$ cat src/source/rvPkg.sv
// RV32 ISA-level types and constants, referenced by scoped name from the pipeline sources.
package rvPkg;

    // Basic integer data word.
    typedef logic [31:0] word_t;

    // Integer register index, x0 to x31.
    typedef logic [4:0] regAddr_t;

    // Access size and extension for loads and stores.
    typedef enum logic [2:0] {
        LoadStoreType_Byte  = 3'd0, // Signed byte.
        LoadStoreType_Half  = 3'd1, // Signed halfword.
        LoadStoreType_Word  = 3'd2,
        LoadStoreType_ByteU = 3'd3, // Zero-extended byte.
        LoadStoreType_HalfU = 3'd4  // Zero-extended halfword.
    } LoadStoreType;

    // mcause values for the memory faults raised in this stage.
    typedef enum logic [3:0] {
        ExceptionCode_LoadPageFault  = 4'd13,
        ExceptionCode_StorePageFault = 4'd15
    } ExceptionCode;

    // Every instruction is a full 32-bit encoding, no compressed set.
    localparam word_t InsnSize = 32'd4;

endpackage
$ cat src/source/pipelineCtrl.sv
// Pipeline controller for the memory-access stage: stall, flush and next-PC decisions, and commit counting.
module pipelineCtrl (
    input  logic         clk,
    input  logic         rst,
    input  logic         memBusy,
    input  logic         opValid,
    input  logic         redirect,
    input  logic         branchTaken,
    input  rvPkg::word_t branchTarget,
    input  rvPkg::word_t pc,
    output logic         stall,
    output logic         flushReq,
    output rvPkg::word_t nextPc,
    output rvPkg::word_t opCommitCount
);
    // Hold everything upstream until the LSU completes.
    assign stall = memBusy;

    // A redirect takes effect only in the op's last cycle.
    assign flushReq = redirect && !stall;

    always_comb begin
        if (branchTaken) begin
            nextPc = branchTarget;
        end else begin
            nextPc = pc + rvPkg::InsnSize; // Fall through.
        end
    end

    // An op commits when it leaves the stage unstalled.
    always_ff @(posedge clk) begin
        if (rst) begin
            opCommitCount <= '0;
        end else if (opValid && !stall) begin
            opCommitCount <= opCommitCount + 1'b1;
        end
    end

endmodule

$ cat config.mk
export PLATFORM = sky130hd
export DESIGN_NAME = pipelineCtrl
export DESIGN_NICKNAME = d
export VERILOG_FILES = /design/src/source/rvPkg.sv /design/src/source/pipelineCtrl.sv
export SDC_FILE = /design/constraint.sdc
export NUM_CORES = 1
export LEC_CHECK = 0
export BUFFER_PORTS_ARGS = -buffer_cell sky130_fd_sc_hd__buf_2
export CAP_MARGIN = 30
export CORE_UTILIZATION = 49
export DETAILED_ROUTE_END_ITERATION = 12
export PLACE_DENSITY = 0.87
export RECOVER_POWER = 100
export SYNTH_ARGS = -nofsm -noshare
export SYNTH_HDL_FRONTEND = slang
export SYNTH_SLANG_ARGS = --single-unit
$ cat constraint.sdc
create_clock -name clk -period 2.95 [get_ports clk]
set_input_delay 0 -clock clk [delete_from_list [all_inputs] [get_ports clk]]
set_output_delay 0 -clock clk [all_outputs]
set_load 0.1 [all_outputs]
; Word level (Yosys, flattened, before mapping)
; Index checks and enable logic that the tools add are counted.
; Widths: inputs -> output; s select.
[classes]
n_addsub = 2
mux = 1
reduce_logical = 3
[ops]
columns = cell, count
row1 = $add 32x1->32 const B, 1
row2 = $add 32x3->32 const B, 1
row3 = $mux 32, 1
row4 = $logic_and 1x1->1, 2
row5 = $logic_not 1->1, 1
[totals]
reg_bits = 32
inputBits = 70
elab_cells = 7

; Depth between registers and ports, before layout
; Gate-level depths: netlist of run 1.
[depth]
word_depth = 2
ltp_mapped = 6
mapped_depth_nobuf = 5

; Worst setup path after synthesis of run 1
; No wires, ideal clock.
[synth_timing]
path_kind = input port to output port
start = in pc[11]
end = out nextPc[17]
arrival_time_ns = 3.061
required_time_ns = 2.950
setup_slack_ns = -0.111
stages = 5
n_path_buf = 1
cell_sequence = nand3_1 or4_1 buf_2 xnor2_1 o21ai_0
[synth_via]
elab_chain_cells = 2
[synth_rtl]
columns = element, line
row1 = from (decl), pipelineCtrl.sv:10  ; input rvPkg::word_t pc,
row2 = $add 32x3->32, pipelineCtrl.sv:26  ; nextPc = pc + rvPkg::InsnSize;
row3 = $mux 32, pipelineCtrl.sv:23  ; if (branchTaken) begin
row4 = to (decl), pipelineCtrl.sv:13  ; output rvPkg::word_t nextPc,
; Every way passes these cells.

; Worst setup path in the final report of run 1
[layout_timing]
start = in pc[10]
end = out nextPc[29]
; Same word-level chain as after synthesis.

==> results of run 1 <==
synthesized netlist by cell type (2+ instances only):
cell       n
nand2_1   38
dfxtp_1   32
nor2_1    30
o21ai_0   29
nand3_1   22
a21oi_1   19
or4_1     18
o31ai_1   14
or3_1     14
xor2_1    13
a31oi_1   12
clkbuf_1  12
nand4_1   12
xnor2_1   11
inv_1      7
nor4_1     7
mux2_2     5
and4_1     4
nor2b_1    4
buf_2      3
o41ai_1    3
and3_1     2
and3_2     2
and4_2     2
and4b_1    2
ha_1       2
nand4b_1   2
nor3_1     2
or2_2      2
or4b_1     2
worst max-delay path by stage:
stage	startpoint	end	slack, ns	cells after the start
2_1_floorplan	pc[11]	nextPc[25]	0.16	5
3_3_place_gp	pc[10]	nextPc[25]	0.87	6
3_5_place_dp	pc[10]	nextPc[31]	0.83	6
4_1_cts	opCommitCount[0]	opCommitCount[22]	0.82	5
5_1_grt	pc[10]	nextPc[29]	0.32	6
6_report	pc[10]	nextPc[29]	0.43	6
stage by stage:
step / utilization (%) / cell area [um2] / cells
2_1_floorplan: - / 2490 / 340
6_report: 65.8 / 3170 / 533
3_3_place_gp: 65.8 / 3170 / 525
5_1_grt: 65.8 / 3170 / 533
3_5_place_dp: 65.8 / 3170 / 525
4_1_cts: 67.7 / 3260 / 533
critical path, stage by stage:
cell,delay [ns]
buf_2,0.12
nand3_1,0.20
or4_1,0.74
or3_1,0.40
a31oi_1,0.18
clkbuf_1,0.88
power by group:
part | internal [mW] | switching [mW]
combinational | 0.0824 | 0.383
clock | 0.190 | 0.154
sequential | 0.434 | 0.00202
metal layers:
layer | GRT usage (%) | vias up | wire length (um) | part of all wire (%)
met1 | 33.8 | 1391 | 3160 | 44
met5 | 0 | - | 0 | 0
met2 | 47.7 | 104 | 3440 | 48
met3 | 5.62 | 12 | 461 | 6.4
li1 | - | 1540 | - | -
met4 | 9.62 | 0 | 145 | 2.0
cell usage in the layout, fill, tap and decap left out, types with 2 or more instances in the layout:
cell type | Yosys | final
clkbuf_1 | 12 | 65
or3_1 | 14 | 14
or4_1 | 18 | 18
nand4b_1 | 2 | 3
o41ai_1 | 3 | 3
nand3_1 | 22 | 22
and4_1 | 4 | 4
clkbuf_8 | 0 | 6
nand2_1 | 38 | 38
and4_2 | 2 | 2
and4b_1 | 2 | 2
xor2_1 | 13 | 13
nor4_1 | 7 | 7
xnor2_1 | 11 | 11
nand4_1 | 12 | 12
ha_1 | 2 | 2
nor2_1 | 30 | 30
or4b_1 | 2 | 2
dfxtp_1 | 32 | 32
nor3_1 | 2 | 2
or2_2 | 2 | 2
o21ai_0 | 29 | 28
nor2b_1 | 4 | 4
a21oi_1 | 19 | 19
and3_1 | 2 | 2
a31oi_1 | 12 | 12
and3_2 | 2 | 2
inv_1 | 7 | 7
o31ai_1 | 14 | 14
mux2_2 | 5 | 5
buf_2 | 3 | 73
final cells by class:
cell class | instances | share of cell area (%)
Multi-Input combinational cell | 282 | 54.4
Sequential cell | 32 | 20.2
Timing Repair Buffer | 136 | 19.0
Clock buffer | 8 | 2.84
Tap cell | 67 | 2.64
Inverter | 8 | 0.947
kinds of logic (layout without fill, tap and decap cells):
| group | after synthesis | after routing | synth area share, % |
|---|---|---|---|
| mux | 6 | 6 | 2.66 |
| buf+inv | 26 | 152 | 4.87 |
| fa+ha+maj | 2 | 2 | 1.00 |
| flops | 32 | 32 | 25.7 |
| xor+xnor | 24 | 24 | 8.43 |
| simple gates | 171 | 171 | 38.8 |
| compound gates | 79 | 79 | 18.6 |
==> reports/metrics.csv, run 1 <==
metric,value,unit
Die Y,73.3,um
DRC viols,0,
Post-Syn Nets,412,
Largest regs,opCommitCount (32),
CP arrival,2.52,ns
post-synth top area cell,dfxtp_1,
postcts setup bufs,0,
CTS tree,yes,
Fillers,494,
Yosys Warn Count,0,
drt total wl,7.21,mm
worst reg2reg path endpoint,opCommitCount[20],
hold slack,0.141,ns
initial antenna violation count,0,
sequential element share of the synthesized area,25.7,%
CP Class,in2out,
routed via count,3047,
largest net degree at the start of global routing,35,
Skew-Pair Late Insertion Delay,0.29,ns
Post-synth EDFFs,0,
die area,5380,um2
"Hold Vio Cnt, Final",0,
"Most flops, register",opCommitCount,
die width,73.3,um
CP max FO,9,
Power Total,1.24,mW
Leakage,1.08,nW
Inserted Diodes,0,
pwr dens,392,nW/um2
RSZ-0062 raised after global routing,no,
hold endpoint,opCommitCount[0],
share of the synthesized area in the top cell type,25.7,%
MaxCap Viol Count,0,
Tcrit/Tclk final,85.6,%
hold wc startpoint,memBusy,
setup violators final,0,
Max-slew headroom,19.5,%
Top Ports,136,
H-tree depth,2,
ys async rst share,0,%
predominant post-synthesis flop cell,dfxtp_1,
number of iterations in the first detailed-routing pass,5,
Crit. End Element,output port,
layout cell share with drive strength beyond 1,20.0,%
vias in the first global route,2685,
area of the multi-input gates,1730,um2
Min-Delay Path Depth,4,
setup total negative slack,0,ns
Synth Register Bits,32,
Least-Margin Pin Slew,1.21,ns
WL/cell,13.5,um
top post-synthesis cells by area,"dfxtp_1, o21ai_0, nand2_1",
area grow syn2layout,27.2,%
drt via density,5.72,
post-cts sizing count,0,
synthesized instance count,340,
flip-flop count of the largest register after layout,32,
hpwl dp,5.59,mm
Clock Tree Root,clkbuf_8,
Detail Route Antenna Nets,0,
Reg2Reg Depth,5,
CTS clock-pin slew for the worst setup and hold paths,0.06,ns
Worst EP required,2.95,ns
All-Layer GR Usage,27.5,%
first-pass GRT wire length,11.8,mm
critical register-to-register path startpoint,opCommitCount[0],
total global routing overflow,0,
max-slew violation count,0,
setup ws final,0.426,ns
Starting Density,51.8,%
placer congestion estimate,0.826,
r2r setup slk,0.78,ns
DR iter-0 viols,139,
Num CTS Buffers,5,
sequential cell area,641,um2
pre-CTS setup slack,0.827,ns
CTS Hold Buffers Added,0,
clk sinks,32,
Setup crit start kind,input port,
number of buffers added on ports,135,
number of distinct library cells after synthesis,43,
clock skew,0.00697,ns
NumNets Final,537,
FP Rows,25,
Max Fclk,0.396,GHz
synthesized cell area,2490,um2
worst min-delay path class,in2reg,
status,"finished, final reports clean",
Clock Path Buffers,2,
average cell area after synthesis,7.33,um2
min Tclk post-route,2.52,ns
Peak supply drop,275,uV
Core ar.,4820,um2
Note: power is estimated with default switching activity, not from simulation.
==> run 2, diff against run 1 <==
Settings changed: BUFFER_PORTS_ARGS -buffer_cell sky130_fd_sc_hd__buf_2 to default, CORE_UTILIZATION 49 to 69, DONT_BUFFER_PORTS from default to 1, PLACE_DENSITY 0.87 to 0.85.
==> run 2 against run 1 <==
Against the previous run: the run now fails in global routing; synthesized cell count stayed put; synthesized area stayed put.
==> reports/metrics.csv, run 2 <==
metric,value,unit
status,aborted with a tool error,
last step reached,global routing,
Error Message,[ERROR GRT-0116] Global routing finished with congestion. Check the congestion regions in the DRC Viewer.,
Top Ports,136,
Starting Density,73.6,%
ys async rst share,0,%
All-Layer GR Usage,74.6,%
Die Y,62.1,um
hpwl dp,6.79,mm
synthesized instance count,340,
Post-Syn Nets,412,
sequential element share of the synthesized area,25.7,%
synthesized cell area,2490,um2
"count leader, synth",nand2_1,
vias in the first global route,4069,
clk sinks,32,
Clock Path Buffers,2,
Yosys Warn Count,0,
largest net degree at the start of global routing,39,
FP Rows,21,
top post-synthesis cells by area,"dfxtp_1, o21ai_0, nand2_1",
Post-synth EDFFs,0,
Num CTS Buffers,5,
average cell area after synthesis,7.33,um2
Clock Tree Root,clkbuf_4,
placer congestion estimate,0.931,
H-tree depth,2,
Synth Register Bits,32,
total global routing overflow,37,
predominant post-synthesis flop cell,dfxtp_1,
number of buffers added on ports,0,
die width,62.1,um
top post-synthesis cells by count,"nand2_1, dfxtp_1, nor2_1, o21ai_0, nand3_1",
share of the synthesized area in the top cell type,25.7,%
number of distinct library cells after synthesis,43,
first-pass GRT wire length,22.5,mm
post-cts sizing count,0,
post-synth top area cell,dfxtp_1,
## run 2: through the flow
stage                     instances  area, um2  hold WS [ns]  util (%)  setup slack [ns]
after CTS                       441       3260       0.00163      96.2             0.353
after global placement          418       2970       0.00163      87.6             0.793
after floorplan                 340       2490         0.212         -             0.156
after detailed placement        429       3130       0.00166      92.5             0.546
## run 2: cell families after synthesis
kind of cell,after synthesis,share of synthesized area [%]
compound gates,79,18.6
mux,6,2.66
xor+xnor,24,8.43
buf+inv,26,4.87
simple gates,171,38.8
fa+ha+maj,2,1.00
flops,32,25.7
## run 2: layer usage
layer,track usage (%),overflow
met4,82.6,17
met2,98.6,19
met1,72.6,0
met5,4.17,0
met3,50.2,1
## run 2: what timing repair did
item	4_1_cts
hold buffers	4
endpoints found under the hold margin	32
buffers inserted	0
endpoints found under the setup margin	0
==> run 3, diff against run 2 <==
Settings changed: CORE_UTILIZATION 69 to 40, PLACE_DENSITY 0.85 to default, PLACE_DENSITY_LB_ADDON from default to 0.15.
==> run 3 against run 2 <==
Against the previous run: the run now ends clean.
==> reports/metrics.csv, run 3 (same netlist as run 1, synthesis figures left out) <==
metric,value,unit
status,"finished, final reports clean",
die width,81.0,um
"Hold Vio Cnt, Final",0,
number of buffers added on ports,0,
postcts setup bufs,0,
layout cell share with drive strength beyond 1,13.2,%
RSZ-0062 raised after global routing,no,
total global routing overflow,0,
clock skew,0.00382,ns
H-tree depth,2,
drt total wl,7.15,mm
Clock Tree Root,clkbuf_8,
"most common cell after layout, fill and taps aside",clkbuf_1,
min Tclk post-route,2.69,ns
WL/cell,15.2,um
routed via count,2794,
All-Layer GR Usage,22.5,%
Inserted Diodes,0,
Power Total,1.20,mW
pwr dens,399,nW/um2
die area,6550,um2
CTS clock-pin slew for the worst setup and hold paths,0.07,ns
Starting Density,41.9,%
critical register-to-register path startpoint,opCommitCount[0],
flip-flop count of the largest register after layout,32,
sequential power share,36.2,%
Area after DPL,3160,um2
Peak supply drop,274,uV
worst reg2reg path endpoint,opCommitCount[24],
FP Rows,28,
design area,3010,um2
"Most flops, register",opCommitCount,
area grow syn2layout,20.7,%
Fillers,649,
clk sinks,32,
Max-slew headroom,7.59,%
initial antenna violation count,0,
Max Fclk,0.372,GHz
Worst EP required,3.19,ns
proportion of power drawn by combinational gates,34.4,%
sw frac,43.2,%
drt via density,5.94,
hpwl dp,5.62,mm
crit path launch,opCommitCount[0],
vias in the first global route,2442,
crit path capture,opCommitCount[24],
number of iterations in the first detailed-routing pass,4,
Skew-Pair Late Insertion Delay,0.29,ns
Largest regs,opCommitCount (32),
most frequent cells in the layout,"clkbuf_1, nand2_1, dfxtp_1",
CTS tree,yes,
Core ar.,5960,um2
placer congestion estimate,0.767,
Top Ports,136,
setup violators final,0,
cell-internal power,0.683,mW
Clk pwr share,29.5,%
largest net degree at the start of global routing,39,
Clock Path Buffers,2,
Tcrit/Tclk final,91.2,%
worst min-delay path class,in2out,
Num CTS Buffers,5,
Setup crit start kind,register,
Detail Route Antenna Nets,0,
CP arrival,2.93,ns
CP max FO,11,
DRC viols,0,
r2r setup slk,0.26,ns
max-slew violation count,0,
MaxCap Viol Count,0,
setup total negative slack,0,ns
DR iter-0 viols,115,
CP Class,reg2reg,
post-cts sizing count,0,
P_sw,0.519,mW
Reg2Reg Depth,6,
Least-Margin Pin Slew,1.39,ns
Crit. End Element,register,
first-pass GRT wire length,11.6,mm
NumNets Final,466,
Leakage,0.867,nW
Die Y,81.0,um
==> run 3: timing repair <==
| item | CTS | global route |
|---|---|---|
| endpoints found under the hold margin | 32 | 0 |
| hold buffers | 4 | 0 |
| setup endpoints to repair | 0 | 0 |
==> run 3: final cells by class <==
type / count / area [um2] / area share (%)
multi-input cells: 282 / 1860 / 61.8
flip-flops and latches: 32 / 641 / 21.3
repair buffers: 65 / 294 / 9.77
well taps: 75 / 93.8 / 3.12
clock buffers: 6 / 82.6 / 2.74
inverters: 8 / 30.0 / 0.998
clock inverters: 2 / 10.0 / 0.333
==> run 3: through the flow <==
stage	setup WS [ns]	hold slack (ns)	std cells	utilization [%]
3_5_place_dp	0.668	0.00144	458	53.1
5_1_grt	0.125	0.00227	470	50.5
2_1_floorplan	0.156	0.212	340	-
4_1_cts	0.319	0.00144	470	55.5
6_report	0.260	0.000909	470	50.5
3_3_place_gp	0.772	0.00142	448	50.6
==> run 3: worst max-delay path, cell delays in order, from the launching register on <==
cell,delay (ns)
dfxtp_1,0.35
ha_1,0.20
nand4b_1,0.26
or3_1,0.61
or4_1,0.52
a21oi_1,0.15
dlygate4sd3_1,0.54
==> run 3: routing by layer <==
metal  up-vias  GRT usage (%)  wire [um]
met1      1285           29.7       3180
met2        90           34.8       3260
li1       1407              -          -
met4         0           6.61         96
met3        12           7.42        615
met5         -              0          0
==> run 3: power by group through the flow <==
| stage | Sequential [mW] | Clock (mW) | Combinational (mW) |
|---|---|---|---|
| 6_report | 0.435 | 0.354 | 0.413 |
| 5_1_grt | 0.435 | 0.384 | 0.429 |
| 4_1_cts | 0.435 | 0.364 | 0.465 |
| 3_5_place_dp | 0.445 | 0 | 0.452 |
| 3_3_place_gp | 0.444 | 0 | 0.413 |
| 2_1_floorplan | 0.458 | 0 | 0.355 |
==> run 3: how the worst min path moves through the flow <==
stage / slack (ns) / to / startpoint / cells after the start
final: 0.0009 / stall / memBusy / 0
after CTS: 0.001 / stall / memBusy / 0
after detailed placement: 0.001 / stall / memBusy / 0
after global routing: 0.002 / stall / memBusy / 0
after global placement: 0.001 / stall / memBusy / 0
after floorplan: 0.21 / stall / memBusy / 1
