--- src/source/rvPkg.sv ---
// RV32 ISA-level types and constants, referenced by scoped name from the pipeline sources.
package rvPkg;

    // Basic integer data word.
    typedef logic [31:0] word_t;

    // Integer register index, x0 to x31.
    typedef logic [4:0] regAddr_t;

    // Access size and extension for loads and stores.
    typedef enum logic [2:0] {
        LoadStoreType_Byte  = 3'd0, // Signed byte.
        LoadStoreType_Half  = 3'd1, // Signed halfword.
        LoadStoreType_Word  = 3'd2,
        LoadStoreType_ByteU = 3'd3, // Zero-extended byte.
        LoadStoreType_HalfU = 3'd4  // Zero-extended halfword.
    } LoadStoreType;

    // mcause values for the memory faults raised in this stage.
    typedef enum logic [3:0] {
        ExceptionCode_LoadPageFault  = 4'd13,
        ExceptionCode_StorePageFault = 4'd15
    } ExceptionCode;

    // Every instruction is a full 32-bit encoding, no compressed set.
    localparam word_t InsnSize = 32'd4;

endpackage
--- src/source/pipePkg.sv ---
// Pipeline bundles and the load-store command set shared by the memory-access stage and its neighbours.
package pipePkg;

    // Commands issued by the stage to the load-store unit.
    typedef enum logic [1:0] {
        LsuCommand_None       = 2'd0,
        LsuCommand_Load       = 2'd1,
        LsuCommand_Store      = 2'd2,
        LsuCommand_Invalidate = 2'd3 // Instruction fence.
    } LsuCommand;

    // Decoded control bits that follow an op down the pipe.
    typedef struct packed {
        logic               isLoad;
        logic               isStore;
        logic               isFenceI;
        logic               isBranch;
        logic               regWriteEnable;
        rvPkg::LoadStoreType loadStoreType;
        logic               regWriteFromMemory; // Writeback value comes from the LSU.
    } MaOp;

    typedef struct packed {
        logic               valid;
        rvPkg::ExceptionCode cause;
        rvPkg::word_t       value; // Faulting address.
    } TrapInfo;

    // Execute to memory-access.
    typedef struct packed {
        logic           valid;
        MaOp            op;
        rvPkg::word_t   pc;
        rvPkg::word_t   memAddr;
        rvPkg::word_t   storeValue;
        rvPkg::regAddr_t dstRegAddr;
        rvPkg::word_t   dstIntValue; // ALU result for non-load ops.
        logic           branchTaken;
        rvPkg::word_t   branchTarget;
        TrapInfo        trapInfo;    // Trap raised by an earlier stage.
    } ExMaBundle;

    // Memory-access to writeback, registered.
    typedef struct packed {
        logic           valid;
        MaOp            op;
        rvPkg::word_t   pc;
        rvPkg::regAddr_t dstRegAddr;
        rvPkg::word_t   dstIntValue;
        TrapInfo        trapInfo;
    } MaWbBundle;

    // Held steady from the first enable cycle until done.
    typedef struct packed {
        logic               enable;
        LsuCommand          command;
        rvPkg::word_t       addr;
        rvPkg::LoadStoreType loadStoreType;
        rvPkg::word_t       storeValue;
    } LsuReq;

    typedef struct packed {
        logic         done;   // One-cycle completion strobe.
        logic         fault;  // Only meaningful with done.
        rvPkg::word_t result; // Extended load data.
    } LsuResp;

    // Early integer write for the load bypass path.
    typedef struct packed {
        logic           enable;
        rvPkg::regAddr_t addr;
        rvPkg::word_t   value;
    } BypassWrite;

endpackage

--- src/source/memAccessStage.sv ---
// Memory-access stage: issues LSU commands, merges load data, raises faults and registers the writeback bundle.
module memAccessStage (
    input  logic               clk,
    input  logic               rst,
    input  pipePkg::ExMaBundle exIn,
    input  logic               stall,
    output pipePkg::LsuReq     lsuReq,
    input  pipePkg::LsuResp    lsuResp,
    output pipePkg::MaWbBundle wbOut,
    output pipePkg::BypassWrite bypass,
    output logic               memBusy,
    output logic               opValid,
    output logic               redirect,
    output logic               branchTaken,
    output rvPkg::word_t       branchTarget,
    output rvPkg::word_t       pc,
    output logic               invalidateICache
);
    pipePkg::MaOp     op;
    pipePkg::TrapInfo trapInfo;
    rvPkg::word_t     dstIntValue;

    assign op = exIn.op;

    // Command decode and request; an op that already carries a trap stays off the memory.
    always_comb begin
        if (op.isLoad) begin
            lsuReq.command = pipePkg::LsuCommand_Load;
        end else if (op.isStore) begin
            lsuReq.command = pipePkg::LsuCommand_Store;
        end else if (op.isFenceI) begin
            lsuReq.command = pipePkg::LsuCommand_Invalidate;
        end else begin
            lsuReq.command = pipePkg::LsuCommand_None;
        end
        lsuReq.enable = exIn.valid && (op.isLoad || op.isStore || op.isFenceI) &&
            !exIn.trapInfo.valid;
        lsuReq.addr          = exIn.memAddr;
        lsuReq.loadStoreType = op.loadStoreType;
        lsuReq.storeValue    = exIn.storeValue;
    end

    assign memBusy = lsuReq.enable && !lsuResp.done;

    // Incoming trap wins over a fault found here.
    always_comb begin
        trapInfo = exIn.trapInfo;
        if (exIn.valid && !exIn.trapInfo.valid && lsuResp.done && lsuResp.fault) begin
            trapInfo.valid = 1'b1;
            trapInfo.cause = op.isStore ? rvPkg::ExceptionCode_StorePageFault :
                rvPkg::ExceptionCode_LoadPageFault;
            trapInfo.value = exIn.memAddr;
        end
    end

    assign dstIntValue = op.regWriteFromMemory ? lsuResp.result : exIn.dstIntValue;

    // Signals for the controller.
    assign opValid      = exIn.valid;
    assign branchTaken  = op.isBranch && exIn.branchTaken;
    assign branchTarget = exIn.branchTarget;
    assign pc           = exIn.pc;
    assign redirect     = exIn.valid && (branchTaken || op.isFenceI || trapInfo.valid);

    assign invalidateICache = exIn.valid && op.isFenceI && !stall;

    always_comb begin
        bypass.enable = exIn.valid && op.isLoad && op.regWriteEnable && !trapInfo.valid &&
            !stall;
        bypass.addr  = exIn.dstRegAddr;
        bypass.value = dstIntValue;
    end

    // Output register, bubble while stalled.
    always_ff @(posedge clk) begin
        if (rst || stall) begin
            wbOut.valid          <= 1'b0;
            wbOut.trapInfo.valid <= 1'b0;
        end else begin
            wbOut.valid          <= exIn.valid;
            wbOut.trapInfo.valid <= trapInfo.valid;
        end
        wbOut.op             <= exIn.op;
        wbOut.pc             <= exIn.pc;
        wbOut.dstRegAddr     <= exIn.dstRegAddr;
        wbOut.dstIntValue    <= dstIntValue;
        wbOut.trapInfo.cause <= trapInfo.cause;
        wbOut.trapInfo.value <= trapInfo.value;
    end

endmodule

--- config.mk ---
export PLATFORM = sky130hd
export DESIGN_NAME = memAccessStage
export DESIGN_NICKNAME = d
export VERILOG_FILES = /design/src/source/rvPkg.sv /design/src/source/pipePkg.sv /design/src/source/memAccessStage.sv
export SDC_FILE = /design/constraint.sdc
export NUM_CORES = 1
export LEC_CHECK = 0
export BUFFER_PORTS_ARGS = -buffer_cell sky130_fd_sc_hd__buf_4
export CAP_MARGIN = 20
export CORE_AREA = 2 2 209 211
export CTS_CLUSTER_SIZE = 12
export DETAILED_ROUTE_END_ITERATION = 8
export DIE_AREA = 0 0 211 213
export PLACE_DENSITY = 0.31
export SLEW_MARGIN = 15
export SYNTH_ARGS = -nofsm -noshare
export SYNTH_HDL_FRONTEND = slang
export SYNTH_SLANG_ARGS = --single-unit
--- constraint.sdc ---
create_clock -name clk -period 2.56 [get_ports clk]
set_input_delay 0.128 -clock clk [delete_from_list [all_inputs] [get_ports clk]]
set_output_delay 0.128 -clock clk [all_outputs]
set_load 0.005 [all_outputs]
# Word level (Yosys, flattened, before mapping)
# Cells that the tools add are included.
[totals]
ff_bits = 116
inputBits = 250
[op_classes]
mux = 6
reduce_logical = 23
[ops]
columns = ["cell", "count"]
rows = [
  ["two-way mux 37 bit", 1],
  ["two-way mux 32 bit", 1],
  ["logical AND 1 bit", 14],
  ["two-way mux 2 bit", 4],
  ["logical OR 1 bit", 5],
  ["zero test 1 bit", 4],
]

# Logic depth before layout (Yosys ltp)
# Gate-level depths: netlist (run 1).
[depth]
word_depth = 8
depth_mapped = 4
depth_no_buf = 2

# Worst setup path after synthesis (run 1)
# Ideal clock, no wire load.
[synth_path]
kind = "in2reg"
start = "input port exIn[36] (netlist bit)"
end = "register wbOut[10] (netlist bit)"
setup_time_ps = 121
arrival_ps = 881
required_time_ps = 2439
setup_slack_ps = 1558
cell_stages = 4
path_cell_list = "nand4b_1 > buf_6 > buf_12 > mux2_4"
[synth_rtl]
columns = ["element", "line", "rtl"]
rows = [
  ["from (decl)", "memAccessStage.sv:5", "input pipePkg::ExMaBundle exIn,"],
  ["to (decl)", "memAccessStage.sv:9", "output pipePkg::MaWbBundle wbOut,"],
]

==> results of run 1 <==
-- kinds of logic after synthesis --
logic type,after synthesis,share of synthesized area (%)
AO/OA/AOI/OAI,4,0.599
multiplexers,65,18.9
AND/OR/NAND/NOR,17,2.17
flip-flops,116,52.9
buffers and inverters,146,25.4
-- per-stage QoR --
step           power [µW]  cells  hold WS [ns]  utilization, %  setup WS (ns)
4_1_cts              5710   1382       0.00913            22.4          0.619
2_1_floorplan        2320    348         0.156               -           1.56
3_3_place_gp         2820   1169         0.242            16.7          0.589
3_5_place_dp         2810   1169         0.243            16.7          0.626
5_1_grt              5810   1382        0.0389            22.4          0.554
6_report             5540   1382        0.0663            22.4          0.715
-- worst max path at each step --
| stage | start | to | slack [ns] | depth (start not counted) |
|---|---|---|---|---|
| after global placement | exIn[36] | wbOut[28] | 0.59 | 4 |
| after detailed placement | exIn[36] | wbOut[30] | 0.63 | 4 |
| after global routing | exIn[36] | wbOut[30] | 0.55 | 5 |
| after CTS | exIn[36] | wbOut[30] | 0.62 | 5 |
| after floorplan | exIn[36] | wbOut[10] | 1.56 | 4 |
| final | exIn[36] | wbOut[8] | 0.71 | 5 |
-- final cells by class --
class / count / area (µm²) / share of cell area (%)
timing repair buffer: 601 / 4980 / 52.1
tap: 546 / 683 / 7.16
clock buffer: 21 / 460 / 4.82
inverter: 1 / 3.75 / 0.0393
clock inverter: 11 / 150 / 1.57
multi-input combinational: 86 / 951 / 9.96
sequential: 116 / 2320 / 24.3
-- layout by cell type, fill, tap and decap left out, types with 2 or more instances in the layout --
| cell type | netlist | routed |
|---|---|---|
| buf_4 | 137 | 419 |
| bufinv_16 | 0 | 3 |
| clkbuf_1 | 1 | 2 |
| clkbuf_16 | 0 | 17 |
| clkbuf_8 | 0 | 2 |
| clkinv_2 | 0 | 2 |
| clkinv_4 | 0 | 2 |
| clkinvlp_4 | 0 | 2 |
| dfxtp_1 | 116 | 116 |
| dlygate4sd3_1 | 0 | 181 |
| inv_6 | 0 | 2 |
| mux2_1 | 2 | 2 |
| mux2_2 | 37 | 37 |
| mux2_4 | 26 | 26 |
| nand2b_1 | 3 | 3 |
| nor2_1 | 5 | 5 |
| nor3_1 | 3 | 3 |
| or2b_1 | 2 | 2 |
-- synth_stat cells --
cell / instances / area [µm²]
buf_4: 137 / 1030
inv_1: 1 / 3.75
clkbuf_1: 1 / 3.75
a31oi_1: 1 / 6.26
buf_6: 1 / 11.3
nand2b_1: 3 / 18.8
a21oi_1: 1 / 5.00
buf_8: 1 / 15.0
nor2_1: 5 / 18.8
buf_2: 3 / 15.0
o21bai_1: 1 / 7.51
nand2_1: 1 / 3.75
mux2_1: 2 / 22.5
mux2_4: 26 / 390
buf_12: 2 / 40.0
mux2_2: 37 / 417
nand4b_1: 1 / 8.76
dfxtp_1: 116 / 2320
and2_1: 1 / 6.26
nor4b_1: 1 / 8.76
nor3_1: 3 / 15.0
a21boi_0: 1 / 7.51
or2b_1: 2 / 15.0
-- per-layer routing --
layer,part of all wire [%],vias to the layer above,GRT usage (%),wire length (µm)
met1,30,1897,6.66,6080
met2,56,293,16.9,11400
met4,4.7,0,6.63,966
met3,9.9,62,4.25,2030
li1,-,1944,-,-
met5,0,-,0,0
-- timing repair --
action	4_1_cts	5_1_grt
hold buffers	181	0
hold endpoints to repair	115	0
setup endpoints to repair	0	0
-- power groups by stage --
stage | combinational [µW] | sequential, µW | clock [µW]
floorplan | 310 | 2010 | 0
global placement | 825 | 2000 | 0
detailed placement | 811 | 2000 | 0
CTS | 1060 | 1960 | 2690
global route | 1120 | 1970 | 2720
finish | 1040 | 1960 | 2540
-- critical path: stages --
cell           delay (ns)
buf_4                0.12
nand4b_1             0.64
buf_4                0.44
mux2_4               0.30
dlygate4sd3_1        0.55
==> reports/qor.yml, run 1 <==
final_layout:
  largest_reg_flops: 116
  fillers: 4545
  syn_to_final_growth_pct: 117
  largest-register: "wbOut"
  insertedDiodeCount: 0
  biggestRegsByFlops: "wbOut x116"
  final_area_um2: 9550
  drive_gt1_share_pct: 61.4
  final_nets: 1073
place:
  port_buffers: 414
  place_congestion: 0.696
  hpwl_mm: 15.7
  dpl_cell_area_um2: 7130
worst_hold_path:
  whs_endpoint: "wbOut[106]"
  hold_path_depth: 1
  min-delay-start: "exIn[203]"
  min_path_type: "in -> reg"
grt:
  grt_max_degree: 34
  track_usage_pct: 8.79
  antenna_found_initial: 0
  grt_pass1_wl_mm: 26.6
  overflow: 0
  grt_pass1_vias: 4398
clock_network:
  cts_made_buffers: 17
  cts_tree: "built"
  cts-resized-gates: 0
  path_clk_slew_ns: 0.06
  cts_sinks: 116
  post_cts_buffers: 0
  cts_root_buf: "clkbuf_16"
  cts_max_path_buffers: 2
  cts.htree.levels: 4
die:
  core-area_um2: 42700
  die-height_um: 213
  fp.dieW_um: 211
  ioPinCount: 543
  die_area_um2: 44900
  initial_core_util_pct: 10.3
  fp-row-count: 76
pwr:
  ir_drop_mv: 0.368
  p_sw_uw: 1310
  combinationalPowerShare_pct: 18.8
  seqPwrFrac_pct: 35.4
  power_density_nw_per_um2: 580
  power.internal_uw: 4230
  p_leak_uw: 0.00451
  swShare_pct: 23.6
  clkPwrFrac_pct: 45.8
synth:
  synth_cell_types: 23
  ys_ff_latch: 116
  synth_area_per_cell_um2: 12.6
  synth_warnings: 0
  synth_cells: 348
  syn_area_um2: 4390
  ys_seq_area_share_pct: 52.9
  syn_nets: 598
critical_path:
  worstSetupStartpointType: "input port"
  crit_path_max_fanout: 8
  cp_data_required_time_ns: 2.90
  endpoint_kind: "flip-flop"
  critical_path_class: "in -> reg"
  critPathArrivalTime_ns: 2.19
sta:
  hold_viol: 0
  maxSlewViolCount: 0
  setup_viol_count_final: 0
  fin_setup_tns_ns: 0
  finalCriticalPeriod_ns: 1.85
  tightest_slew_ns: 0.720
  rsz0062_at_grt: "false"
  finalCritPeriodShare_pct: 72.1
  timing.fmax_ghz: 0.542
  maxSlewHeadroom_pct: 51.8
status:
  outcome: "complete, no violations"
routing:
  drt_iter0_markers: 98
  drtAntennaViolNets: 0
  first_pass_iters: 4
  routed_wl_mm: 20.5
  routedWlPerCell_um: 14.8
  vias: 4196
  via_per_inst: 3.04
  drc: 0
job:
  cap_violations: 0
No activity file was read; power rests on OpenSTA's default activity.
==> inputs of run 2 (changes only) <==
clock period = 1.9 ns   (was 2.56 ns; I/O delays follow)
==> run 2 against run 1 <==
  * Clock power grew 29%
  * Sequential share of layout area is 0.15 points higher
  * Total power is 32% higher
  * Non-clock buffer count decreased by 5
  * Design area shrank 0.62%
  * Sequential power up 35%
  * Critical endpoint is now bypass[22]
==> reports/qor.yml, run 2 (synthesis results as in run 1) <==
status:
  outcome: "complete, no violations"
die:
  initial_core_util_pct: 10.3
  die_area_um2: 44900
  core-area_um2: 42700
  die-height_um: 213
  fp.dieW_um: 211
  fp-row-count: 76
  ioPinCount: 543
routing:
  vias: 4156
  wl_met2_mm: 11.4
  met3_length_mm: 2.20
  maxUsedRoutingLayer: "met4"
  routed_wl_mm: 20.6
  drtAntennaViolNets: 0
  via_per_inst: 3.02
  first_pass_iters: 4
  drc: 0
  routedWlPerCell_um: 15.0
  drt_iter0_markers: 138
  wl_met1_mm: 5.92
job:
  cap_violations: 0
clock_network:
  cts_max_path_buffers: 2
  path_clk_slew_ns: 0.05
  cts_tree: "built"
  post_cts_buffers: 0
  cts_root_buf: "clkbuf_16"
  cts_sinks: 116
  cts_made_buffers: 17
  cts.htree.levels: 4
worst_hold_path:
  min_path_type: "in -> reg"
  hold_path_depth: 3
  min-delay-start: "exIn[212]"
  whs_endpoint: "wbOut[115]"
sta:
  maxSlewHeadroom_pct: 65.6
  tightest_slew_ns: 0.516
  finalCriticalPeriod_ns: 1.75
  hold_viol: 0
  fin_setup_tns_ns: 0
  timing.fmax_ghz: 0.572
  hold_slack_ns: 0.0708
  maxSlewViolCount: 0
  finalCritPeriodShare_pct: 92.0
  rsz0062_at_grt: "false"
  setup_viol_count_final: 0
critical_path:
  critical_path_class: "in -> out"
  critPathArrivalTime_ns: 1.65
  crit_path_max_fanout: 33
  worstSetupStartpointType: "input port"
  cp_data_required_time_ns: 1.80
  endpoint_kind: "output port"
pwr:
  ir_drop_mv: 0.498
  power_density_nw_per_um2: 771
  p_leak_uw: 0.00447
final_layout:
  final_common_cell: "buf_4"
  biggestRegsByFlops: "wbOut x116"
  largest-register: "wbOut"
  final_nets: 1068
  drive_gt1_share_pct: 61.3
  final_cell_mix: "buf_4 (414), dlygate4sd3_1 (181), dfxtp_1 (116), mux2_2 (37), mux2_4 (26)"
  syn_to_final_growth_pct: 116
  largest_reg_flops: 116
  final_core_util_pct: 22.2
grt:
  track_usage_pct: 8.82
  grt_pass1_vias: 4354
  grt_max_degree: 38
  overflow: 0
  antenna_found_initial: 2
  grt_pass1_wl_mm: 26.8
place:
  place_congestion: 0.719
  port_buffers: 414
run 2: changes by cell type in the layout (fill, tap and decap cells not counted), sizes merged:
| cell | delta |
|---|---|
| diode | +2 |
| inv | -1 |
| buf | -5 |
| bufinv | -1 |
| clkinv | +1 |
| clkbuf | -2 |
| clkinvlp | +2 |
run 2: repair_timing:
item                                   4_1_cts  5_1_grt
endpoints found under the hold margin      116        0
hold buffers                               181        0
resized for setup                            0        0
run 2: critical path, cell delays in order:
cell and delay [ns]:
dlygate4sd3_1 0.54, buf_4 0.44, mux2_2 0.42, buf_4 0.14
run 2: worst max path at each step:
stage / from / endpoint / depth (start not counted)
CTS: exIn[203] / bypass[22] / 4
finish: exIn[203] / bypass[22] / 4
global route: exIn[203] / bypass[22] / 4
global placement: exIn[212] / bypass[37] / 5
floorplan: exIn[36] / wbOut[10] / 4
detailed placement: exIn[212] / bypass[37] / 5
run 2: through the flow:
| step | power [µW] | cells | cell area, µm² | setup slack [ns] |
|---|---|---|---|---|
| final | 7310 | 1378 | 9490 | 0.153 |
| after global routing | 7680 | 1378 | 9490 | 0.0863 |
| after CTS | 7540 | 1376 | 9480 | 0.149 |
| after detailed placement | 3780 | 1164 | 7090 | 0.640 |
| after global placement | 3800 | 1164 | 7090 | 0.620 |
| after floorplan | 3130 | 348 | 4390 | 0.931 |
run 2: where the power goes:
| group | switching, µW | leakage (µW) | internal (µW) |
|---|---|---|---|
| registers | 48.4 | 0.000978 | 2590 |
| clock network | 1290 | 0.000277 | 1980 |
| logic | 428 | 0.00321 | 974 |
run 2: final cells by class:
class                           count  area (µm²)
Sequential cell                   116        2320
Clock inverter                     12         131
Tap cell                          546         683
Multi-Input combinational cell     86         951
Timing Repair Buffer              596        4940
Clock buffer                       19         453
Inverter                            1        3.75
Antenna cell                        2        5.00
Fill cell                        4563       33200
run 2: per-layer routing:
metal,track usage (%),vias to the layer above
li1,-,1936
met1,6.37,1864
met2,17.1,287
met5,0,-
met4,7.21,0
met3,4.21,69
